`config.mk`:
```
export PLATFORM = sky130hd
export DESIGN_NAME = wb_stage_top
export DESIGN_NICKNAME = d
export VERILOG_FILES = /design/src/rv_isa_pkg.sv /design/src/wb_pipe_pkg.sv /design/src/wb_flow_ctrl.sv /design/src/wb_trap_unit.sv /design/src/wb_load_align.sv /design/src/wb_gpr_commit.sv /design/src/wb_stage_top.sv
export SDC_FILE = /design/constraint.sdc
export NUM_CORES = 1
export LEC_CHECK = 0
export ABC_CLOCK_PERIOD_IN_PS = 3000
export BUFFER_PORTS_ARGS = -buffer_cell sky130_fd_sc_hd__buf_2
export CAP_MARGIN = 20
export CORE_AREA = 2 2 167 169
export CTS_CLUSTER_DIAMETER = 30
export DETAILED_ROUTE_END_ITERATION = 6
export DIE_AREA = 0 0 169 171
export PLACE_DENSITY_LB_ADDON = 0.25
export SKIP_LAST_GASP = 1
export SYNTH_ARGS = -nofsm -noshare
export SYNTH_HDL_FRONTEND = slang
export SYNTH_SLANG_ARGS = --single-unit
```
`constraint.sdc`:
```
create_clock -name g_clk -period 3 [get_ports g_clk]
set_input_delay 0.15 -clock g_clk [delete_from_list [all_inputs] [get_ports g_clk]]
set_output_delay 0.15 -clock g_clk [all_outputs]
set_load 0.02 [all_outputs]
```
`src/rv_isa_pkg.sv`:
```
// RV32 ISA constants shared by the writeback stage: widths, micro-ops and trap causes
package rv_isa_pkg;

    // Datapath width, fixed by the load alignment logic
    localparam int xlen = 32;

    typedef logic [xlen-1:0] xlen_t;     // One data word
    typedef logic [4:0]      reg_idx_t;  // GPR index

    // ------------------------------------------------------------------------
    // Functional unit field
    // ------------------------------------------------------------------------

    typedef enum int {
        fu_res = 0,                      // ALU, multiplier and crypto results
        fu_lsu = 1,                      // Load/store unit
        fu_cfu = 2                       // Control flow unit
    } fu_idx_e;

    localparam int fu_w = 3;

    typedef logic [4:0] uop_t;

    // CFU micro-ops
    localparam uop_t cfu_taken  = 5'h08; // Conditional branch, taken
    localparam uop_t cfu_jali   = 5'h10; // JAL
    localparam uop_t cfu_jalr   = 5'h11; // JALR
    localparam uop_t cfu_ecall  = 5'h12;
    localparam uop_t cfu_ebreak = 5'h13;
    localparam uop_t cfu_mret   = 5'h14;

    // LSU micro-op layout
    localparam int lsu_load_bit   = 0;   // Set for loads, clear for stores
    localparam int lsu_size_lo    = 1;   // Size code sits in bits 2:1
    localparam int lsu_signed_bit = 4;   // Sign extend the loaded value

    localparam logic [1:0] lsu_byte = 2'b01;
    localparam logic [1:0] lsu_half = 2'b10;
    localparam logic [1:0] lsu_word = 2'b11;

    // ------------------------------------------------------------------------
    // Trap causes, mcause encoding
    // ------------------------------------------------------------------------

    typedef logic [5:0] cause_t;

    localparam cause_t trap_breakpt   = 6'd3;
    localparam cause_t trap_ld_access = 6'd5;
    localparam cause_t trap_st_access = 6'd7;
    localparam cause_t trap_ecall_m   = 6'd11;

endpackage

```
`src/wb_pipe_pkg.sv`:
```
// Packed bundles passed between the writeback blocks and the rest of the core
package wb_pipe_pkg;

    // Instruction as it arrives from the memory stage
    typedef struct packed {
        rv_isa_pkg::reg_idx_t      rd;      // Destination, or cause of a pre-decoded trap
        rv_isa_pkg::xlen_t         opr_a;   // Result, jump target or strobes
        rv_isa_pkg::xlen_t         opr_b;   // Memory address for LSU ops
        rv_isa_pkg::uop_t          uop;
        logic [rv_isa_pkg::fu_w-1:0] fu;    // One-hot unit select
        logic                      trap;    // Trap raised earlier in the pipe
        logic [1:0]                size;    // In halfwords
        logic [31:0]               instr;
    } wb_instr_t;

    typedef struct packed {
        logic              req;
        rv_isa_pkg::xlen_t target;
    } cf_bus_t;

    typedef struct packed {
        logic               cpu;            // Exception or trapping instruction
        logic               intr;           // Interrupt
        rv_isa_pkg::cause_t cause;
        rv_isa_pkg::xlen_t  mtval;
        rv_isa_pkg::xlen_t  pc;
    } trap_info_t;

    typedef struct packed {
        logic                 wen;
        rv_isa_pkg::reg_idx_t rd;
        rv_isa_pkg::xlen_t    wdata;
    } gpr_write_t;

    typedef struct packed {
        logic              valid;
        rv_isa_pkg::xlen_t pc;
        logic [31:0]       instr;
    } trace_t;

    // CSR state the stage reads but never writes
    typedef struct packed {
        rv_isa_pkg::xlen_t mepc;
        rv_isa_pkg::xlen_t mtvec;
        logic              vector_intrs;
    } csr_view_t;

endpackage

```
`src/wb_flow_ctrl.sv`:
```
// Writeback PC, control flow request/ack handshake, stall and trace generation
`timescale 1ns/1ps

module wb_flow_ctrl #(
    parameter rv_isa_pkg::xlen_t pc_reset_value = 32'h8000_0000
) (
    input  logic                   g_clk,
    input  logic                   g_resetn,
    input  wb_pipe_pkg::wb_instr_t s4,
    input  logic                   s4_valid,
    output logic                   s4_busy,
    output logic                   pipe_progress,
    output rv_isa_pkg::xlen_t      pc,
    output rv_isa_pkg::xlen_t      next_pc,
    output wb_pipe_pkg::cf_bus_t   cf,
    input  logic                   cf_ack,
    input  wb_pipe_pkg::csr_view_t csr,
    input  logic                   trap_take,       // Any trap this cycle
    input  rv_isa_pkg::xlen_t      trap_target,
    output logic                   exec_mret,
    output wb_pipe_pkg::trace_t    trace
);
    import rv_isa_pkg::*;

    logic is_cfu;
    logic do_jump;      // Taken branch, JAL or JALR
    logic do_mret;
    logic cf_fin;       // Transfer acknowledged this cycle
    logic cfu_done;     // Transfer finished, instruction still parked

    // ------------------------------------------------------------------------
    // Decode
    // ------------------------------------------------------------------------

    assign is_cfu  = s4.fu[fu_cfu];
    assign do_jump = s4_valid && is_cfu &&
                     (s4.uop == cfu_taken || s4.uop == cfu_jali || s4.uop == cfu_jalr);
    assign do_mret = s4_valid && is_cfu && s4.uop == cfu_mret;

    always_comb begin
        cf.req    = !cfu_done && (do_jump || do_mret || trap_take);
        cf.target = trap_take ? trap_target :   // Traps win over the jump itself
                    do_mret   ? csr.mepc    :
                                s4.opr_a;
    end

    assign cf_fin        = cf.req && cf_ack;
    assign s4_busy       = cf.req && !cf_ack;  // Stall until the fetch side answers
    assign pipe_progress = s4_valid && !s4_busy;
    assign exec_mret     = do_mret && pipe_progress;

    always_ff @(posedge g_clk) begin
        if (!g_resetn) begin
            cfu_done <= 1'b0;
        end else begin
            cfu_done <= !pipe_progress && is_cfu && (cfu_done || cf_fin);
        end
    end

    // ------------------------------------------------------------------------
    // Program counter
    // ------------------------------------------------------------------------

    assign next_pc = pc + xlen_t'({s4.size, 1'b0});  // Size counts halfwords

    always_ff @(posedge g_clk) begin
        if (!g_resetn) begin
            pc <= pc_reset_value;
        end else if (cf_fin) begin
            pc <= cf.target;
        end else if (pipe_progress) begin
            pc <= next_pc;
        end
    end

    // Trace fires on retire or on the ack of a transfer, never twice
    assign trace.valid = |s4.size && (pipe_progress || cf_fin);
    assign trace.pc    = pc;
    assign trace.instr = s4.instr;

    // Fetch side must see a steady request while it has not answered
    a_cf_hold: assert property (@(posedge g_clk) disable iff (!g_resetn)
        cf.req && !cf_ack |=> cf.req && $stable(cf.target))
        else $error("cf request dropped or target moved before ack");

endmodule

```
`src/wb_trap_unit.sv`:
```
// Trap detection, interrupt pending state, trap cause, mtval and handler target
`timescale 1ns/1ps

module wb_trap_unit (
    input  logic                    g_clk,
    input  logic                    g_resetn,
    input  wb_pipe_pkg::wb_instr_t  s4,
    input  rv_isa_pkg::xlen_t       pc,
    input  logic                    pipe_progress,
    input  logic                    cf_ack,
    input  logic                    bus_error,      // Qualified LSU response error
    input  wb_pipe_pkg::csr_view_t  csr,
    input  logic                    int_trap_req,
    input  rv_isa_pkg::cause_t      int_trap_cause,
    output logic                    trap_take,
    output rv_isa_pkg::xlen_t       trap_target,
    output wb_pipe_pkg::trap_info_t trap
);
    import rv_isa_pkg::*;

    logic is_load;
    logic is_ebreak;
    logic is_ecall;
    logic int_pending;  // Interrupt seen, handler jump not yet acked
    logic trap_int;
    logic [7:0] vec_offset;

    assign is_load   = s4.uop[lsu_load_bit];
    assign is_ebreak = s4.fu[fu_cfu] && s4.uop == cfu_ebreak;
    assign is_ecall  = s4.fu[fu_cfu] && s4.uop == cfu_ecall;

    // ------------------------------------------------------------------------
    // Interrupt tracking
    // ------------------------------------------------------------------------

    always_ff @(posedge g_clk) begin
        if (!g_resetn) begin
            int_pending <= 1'b0;
        end else if (int_pending) begin
            int_pending <= !cf_ack;                       // Held until the jump lands
        end else begin
            int_pending <= int_trap_req && !pipe_progress;
        end
    end

    assign trap_int = int_trap_req || int_pending;

    // Interrupts mask CPU traps and the instruction is replayed
    assign trap.intr = trap_int;
    assign trap.cpu  = !trap_int && (bus_error || is_ebreak || is_ecall || s4.trap);
    assign trap_take = trap.cpu || trap.intr;

    assign trap.cause = bus_error &&  is_load ? trap_ld_access :
                        bus_error && !is_load ? trap_st_access :
                        is_ebreak             ? trap_breakpt   :
                        is_ecall              ? trap_ecall_m   :
                        trap_int              ? int_trap_cause :
                                                {1'b0, s4.rd};   // Pre-decoded cause

    assign trap.mtval = bus_error ? s4.opr_b : '0;  // Faulting address
    assign trap.pc    = pc;

    // Vectored mode jumps to mtvec + 4 * cause for interrupts only
    assign vec_offset  = (csr.vector_intrs && trap_int) ? {int_trap_cause, 2'b00} : 8'h00;
    assign trap_target = csr.mtvec | xlen_t'(vec_offset);

    // A stalled stage must not lose an interrupt before its jump is taken
    a_intr_held: assert property (@(posedge g_clk) disable iff (!g_resetn)
        trap.intr && !cf_ack |=> trap.intr)
        else $error("Interrupt dropped before its jump was acked");

endmodule

```
`src/wb_load_align.sv`:
```
// Data memory response tracking, bus error capture and load data alignment
`timescale 1ns/1ps

module wb_load_align (
    input  logic                   g_clk,
    input  logic                   g_resetn,
    input  wb_pipe_pkg::wb_instr_t s4,
    input  logic                   pipe_progress,
    input  logic                   dmem_req,
    input  logic                   dmem_gnt,
    input  logic                   dmem_error,
    input  rv_isa_pkg::xlen_t      dmem_rdata,
    output rv_isa_pkg::xlen_t      load_wdata,
    output logic                   bus_error
);
    import rv_isa_pkg::*;

    logic       dmem_rsp;   // Response expected this cycle
    logic       err_q;      // Error seen, instruction not yet retired
    logic [1:0] size_code;
    logic       sext;
    logic [1:0] addr_lo;
    logic [7:0]  rd_byte;
    logic [15:0] rd_half;

    // ------------------------------------------------------------------------
    // Response and error tracking
    // ------------------------------------------------------------------------

    always_ff @(posedge g_clk) begin
        if (!g_resetn) begin
            dmem_rsp <= 1'b0;
        end else begin
            dmem_rsp <= dmem_req && dmem_gnt;     // Granted now, answered next cycle
        end
    end

    always_ff @(posedge g_clk) begin
        if (!g_resetn || pipe_progress) begin
            err_q <= 1'b0;
        end else if (dmem_rsp) begin
            err_q <= dmem_error;
        end
    end

    assign bus_error = s4.fu[fu_lsu] && ((dmem_rsp && dmem_error) || err_q);

    // ------------------------------------------------------------------------
    // Alignment
    // ------------------------------------------------------------------------

    assign size_code = s4.uop[lsu_size_lo +: 2];
    assign sext      = s4.uop[lsu_signed_bit];
    assign addr_lo   = s4.opr_b[1:0];

    assign rd_byte = dmem_rdata[{addr_lo, 3'b000} +: 8];
    assign rd_half = addr_lo[1] ? dmem_rdata[31:16] : dmem_rdata[15:0];  // Upper or lower half

    always_comb begin
        case (size_code)
            lsu_byte: load_wdata = {{24{sext && rd_byte[7]}}, rd_byte};
            lsu_half: load_wdata = {{16{sext && rd_half[15]}}, rd_half};
            lsu_word: load_wdata = dmem_rdata;
            default:  load_wdata = dmem_rdata;    // Unused size code
        endcase
    end

endmodule

```
`src/wb_gpr_commit.sv`:
```
// Writeback source select and one-shot GPR write per instruction
`timescale 1ns/1ps

module wb_gpr_commit (
    input  logic                    g_clk,
    input  logic                    g_resetn,
    input  wb_pipe_pkg::wb_instr_t  s4,
    input  logic                    s4_valid,
    input  logic                    pipe_progress,
    input  logic                    trap_take,
    input  rv_isa_pkg::xlen_t       load_wdata,
    input  rv_isa_pkg::xlen_t       next_pc,        // Link value
    output wb_pipe_pkg::gpr_write_t gpr
);
    import rv_isa_pkg::*;

    logic res_wen;
    logic ld_wen;
    logic link_wen;
    logic write_done;   // Already written, waiting on retire

    assign res_wen  = s4.fu[fu_res];
    assign ld_wen   = s4.fu[fu_lsu] && s4.uop[lsu_load_bit];
    assign link_wen = s4.fu[fu_cfu] && (s4.uop == cfu_jali || s4.uop == cfu_jalr);

    always_ff @(posedge g_clk) begin
        if (!g_resetn || pipe_progress) begin
            write_done <= 1'b0;
        end else if (gpr.wen) begin
            write_done <= 1'b1;
        end
    end

    assign gpr.wen = s4_valid && !trap_take && !write_done && (res_wen || ld_wen || link_wen);
    assign gpr.rd  = s4.rd;

    // fu is one-hot, so at most one term contributes
    assign gpr.wdata = ({xlen{res_wen}}  & s4.opr_a)   |
                       ({xlen{ld_wen}}   & load_wdata) |
                       ({xlen{link_wen}} & next_pc);

    a_fu_onehot: assert property (@(posedge g_clk) disable iff (!g_resetn)
        s4_valid |-> $onehot0(s4.fu))
        else $error("More than one functional unit selected");

endmodule

```
`src/wb_stage_top.sv`:
```
// Writeback stage of the RV32 core: retire, load alignment, traps and control flow
`timescale 1ns/1ps

module wb_stage_top #(
    parameter rv_isa_pkg::xlen_t pc_reset_value = 32'h8000_0000
) (
    input  logic                    g_clk,
    input  logic                    g_resetn,
    input  wb_pipe_pkg::wb_instr_t  s4,
    input  logic                    s4_valid,
    output logic                    s4_busy,
    output wb_pipe_pkg::cf_bus_t    cf,
    input  logic                    cf_ack,
    input  wb_pipe_pkg::csr_view_t  csr,
    output logic                    exec_mret,
    input  logic                    int_trap_req,
    input  rv_isa_pkg::cause_t      int_trap_cause,
    input  logic                    dmem_req,
    input  logic                    dmem_gnt,
    input  logic                    dmem_error,
    input  rv_isa_pkg::xlen_t       dmem_rdata,
    output wb_pipe_pkg::gpr_write_t gpr,
    output wb_pipe_pkg::trap_info_t trap,
    output wb_pipe_pkg::trace_t     trace
);
    import rv_isa_pkg::*;

    logic  pipe_progress;
    xlen_t pc;
    xlen_t next_pc;
    logic  trap_take;
    xlen_t trap_target;
    xlen_t load_wdata;
    logic  bus_error;

    // ------------------------------------------------------------------------
    // PC, handshake and trace
    // ------------------------------------------------------------------------

    wb_flow_ctrl #(
        .pc_reset_value (pc_reset_value)
    ) u_flow (
        .g_clk         (g_clk),
        .g_resetn      (g_resetn),
        .s4            (s4),
        .s4_valid      (s4_valid),
        .s4_busy       (s4_busy),
        .pipe_progress (pipe_progress),
        .pc            (pc),
        .next_pc       (next_pc),
        .cf            (cf),
        .cf_ack        (cf_ack),
        .csr           (csr),
        .trap_take     (trap_take),
        .trap_target   (trap_target),
        .exec_mret     (exec_mret),
        .trace         (trace)
    );

    wb_trap_unit u_trap (
        .g_clk          (g_clk),
        .g_resetn       (g_resetn),
        .s4             (s4),
        .pc             (pc),
        .pipe_progress  (pipe_progress),
        .cf_ack         (cf_ack),
        .bus_error      (bus_error),
        .csr            (csr),
        .int_trap_req   (int_trap_req),
        .int_trap_cause (int_trap_cause),
        .trap_take      (trap_take),
        .trap_target    (trap_target),
        .trap           (trap)
    );

    // ------------------------------------------------------------------------
    // Load data and register write
    // ------------------------------------------------------------------------

    wb_load_align u_load (
        .g_clk         (g_clk),
        .g_resetn      (g_resetn),
        .s4            (s4),
        .pipe_progress (pipe_progress),
        .dmem_req      (dmem_req),
        .dmem_gnt      (dmem_gnt),
        .dmem_error    (dmem_error),
        .dmem_rdata    (dmem_rdata),
        .load_wdata    (load_wdata),
        .bus_error     (bus_error)
    );

    wb_gpr_commit u_commit (
        .g_clk         (g_clk),
        .g_resetn      (g_resetn),
        .s4            (s4),
        .s4_valid      (s4_valid),
        .pipe_progress (pipe_progress),
        .trap_take     (trap_take),
        .load_wdata    (load_wdata),
        .next_pc       (next_pc),
        .gpr           (gpr)
    );

endmodule

```
==> impl_metrics.csv <==
group,metric,value,unit
global_routing,grtUsageTotal,19.4,%
clock_tree,tritoncts,"done",
worst_setup_path,max_stage_delay,540,ps
floorplanning,fp.coreArea,0.0273,mm²
power_and_ir_drop,p_leak,3.63,nW
sta,final-setup-viol-count,0,
worst_setup_path,path_buf_inv,1,
logic_synthesis,ys_async_sr_fraction,0,%
floorplanning,die_y,171,µm
worst_setup_path,crit_chain,"nand4_1, or3_1, nor4_1, xor2_1, a221o_1, buf_2",
sta,hold_ws,109,ps
layout,antenna_cells,0,
run_status,run_status,"complete, no violations",
logic_synthesis,synth_edf_count,0,
sta,min_period,2780,ps
layout,multi_input_area,0.00348,mm²
worst_setup_path,crit_type,"flop to output pin",
sta,fin_tns_setup,0,ps
worst_setup_path,cp.arrival,2630,ps
place,dp_hpwl,24.5,mm
clock_tree,clk_pin_slew,60,ps
worst_setup_path,end_kind,"output pin",
place,gp_congestion,0.870,
detailed_routing,wl,30.1,mm
floorplanning,die_x,169,µm
worst_setup_path,worstPathMaxFanout,9,
layout,final_common_cell,"buf_2",
job,maxCapViolCount,0,
detailed_routing,post-route-drc-count,0,
logic_synthesis,ys_ff_latch,37,
detailed_routing,drtIter0Drc,674,
worst_setup_path,crit_family,"simple AND/OR/NAND/NOR gates",
layout,syn_to_final_growth,36.9,%
sta,clock_skew,6.53,ps
layout,num-nets-final,1238,
floorplanning,ioPinCount,433,
clock_tree,cts-root-buf,"clkbuf_16",
detailed_routing,antenna_left,0,
global_routing,antenna_found_initial,0,
power_and_ir_drop,p_per_area,359,mW/mm²
global_routing,grt_pass1_vias,6125,
power_and_ir_drop,ir_drop,0.225,mV
sta,hold_viol_final,0,
global_routing,gr-total-overflow,0,
sta,final-max-slew-violation-count,0,
layout,fin_area,0.00698,mm²
logic_synthesis,synth_nets,970,
layout,utilization,25.6,%
min_path,hold_class,"primary input to flop",
detailed_routing,vias,6727,
logic_synthesis,synthesis.area,0.00510,mm²
worst_setup_path,cp_data_required_time,2850,ps
global_routing,grt_max_degree,62,
logic_synthesis,seq_area_frac_synth,14.5,%
logic_synthesis,syn_inst,742,
floorplanning,die_area,0.0289,mm²
detailed_routing,wl_per_cell,22.2,µm
clock_tree,clock_latency,290,ps
logic_synthesis,synth_warnings,0,
sta,tightest_slew,712,ps
place,port-buffer-count,368,
layout,fill_cells,3096,
clock_tree,htree_levels,2,
layout,layout_common_cells,"buf_2, a21oi_1, nand2_1, nor2_1, nand3_1",
sta,rsz0062_at_grt,"false",
logic_synthesis,syn_area_per_cell,6.88,µm²
detailed_routing,via_per_inst,4.96,
worst_setup_path,cp_slowest_cell,"dfxtp_1",
detailed_routing,drt_pass1_iterations,5,
logic_synthesis,ys.flop_type,"dfxtp_1",
global_routing,grt_pass1_wl,41.3,mm
clock_tree,clockBufferDepth,2,
floorplanning,rows,61,
clock_tree,cts_hold_buf,0,
sta,fmax,360,MHz
sta,period_share,92.5,%
sta,max_slew_margin,52.2,%
clock_tree,clock-sinks,37,
layout,ff_latch_area,741,µm²
logic_synthesis,synth_cell_types,58,
power_and_ir_drop,p_total,0.00250,W
layout,drive_gt1_share,40.9,%
clock_tree,cts_made_buffers,5,
floorplanning,initial_core_util,18.7,%
worst_setup_path,start_kind,"flop",
place,dpl_cell_area,0.00678,mm²
[metal layers]
layer | global-route usage (%) | share of wire [%] | vias up
li1 | - | - | 3193
met1 | 28.0 | 47 | 3210
met2 | 29.7 | 44 | 296
met3 | 3.45 | 6.7 | 28
met4 | 4.61 | 1.6 | 0
met5 | 0 | 0 | -
[final cells by class]
class / count / share of cell area, %
Multi-Input combinational cell: 546 / 49.8
Inverter: 27 / 1.45
Sequential cell: 37 / 10.6
Tap cell: 346 / 6.20
Clock inverter: 3 / 0.932
Clock buffer: 5 / 1.79
Timing Repair Buffer: 393 / 29.2
[final timing paths]
path / end / startpoint / depth (start not counted) / slack [ps]
max: gpr[14] / u_flow.pc[5] / 6 / 220
min: u_load.dmem_rsp / dmem_gnt / 2 / 110
max reg2reg: u_flow.pc[4] / u_trap.int_pending / 8 / 620
min reg2reg: u_load.err_q / u_load.err_q / 2 / 480
[synth_stat cells (all sizes together) (10+ instances only)]
| cell type | count | area, µm² |
|---|---|---|
| nand3 | 46 | 230 |
| a221o | 16 | 160 |
| inv | 26 | 97.6 |
| nand4 | 11 | 68.8 |
| nor2 | 47 | 176 |
| clkbuf | 39 | 150 |
| mux2i | 35 | 350 |
| o21ai | 40 | 204 |
| a22oi | 25 | 188 |
| or3 | 12 | 75.1 |
| a32oi | 10 | 87.6 |
| and3 | 37 | 231 |
| dfxtp | 37 | 741 |
| xnor2 | 20 | 175 |
| a21oi | 68 | 344 |
| nand2 | 60 | 225 |
| buf | 93 | 659 |
| a31oi | 16 | 100 |
[power breakdown]
| group | internal [W] | switching (W) | total [W] |
|---|---|---|---|
| combinational | 0.000410 | 0.000767 | 0.00118 |
| clock | 0.000476 | 0.000238 | 0.000714 |
| sequential | 0.000533 | 0.0000803 | 0.000613 |
| total | 0.00142 | 0.00109 | 0.00250 |
[registers in the layout, summed over array words and instances, names as in the netlist]
name / cells
u_flow.cfu_done: 1
u_load.err_q: 1
u_flow.pc: 32
u_commit.write_done: 1
u_load.dmem_rsp: 1
u_trap.int_pending: 1
[stage by stage]
step	setup WS, ps	std cells
CTS	105	1357
floorplan	657	742
global placement	495	1349
detailed placement	434	1349
finish	225	1357
global route	90.1	1357
[timing repair]
action | CTS | global route
resized for setup | 0 | 2
endpoints found under the setup margin | 0 | 2
hold endpoints to repair | 0 | 0
setup buffers | 0 | 0
[cells by family (layout without fill, tap and decap cells)]
kind of cell,count (synthesis),count (layout),synth area share [%]
AO/OA/AOI/OAI,230,230,29.5
XOR/XNOR,27,27,4.63
adder cells (fa/ha/maj),5,5,1.37
buffers and inverters,159,428,17.9
flip-flops,37,37,14.5
multiplexers,37,37,7.53
AND/OR/NAND/NOR,247,247,24.5
[worst reg2reg max path, delay by kind of cell (launching register included)]
family | cells | cell delay, ps
AOI/OAI and AO/OA | 5 | 980
buffers and inverters | 2 | 560
DFF | 1 | 320
and+or+nand+nor | 1 | 440
Note: power is estimated with default switching activity, not from simulation.
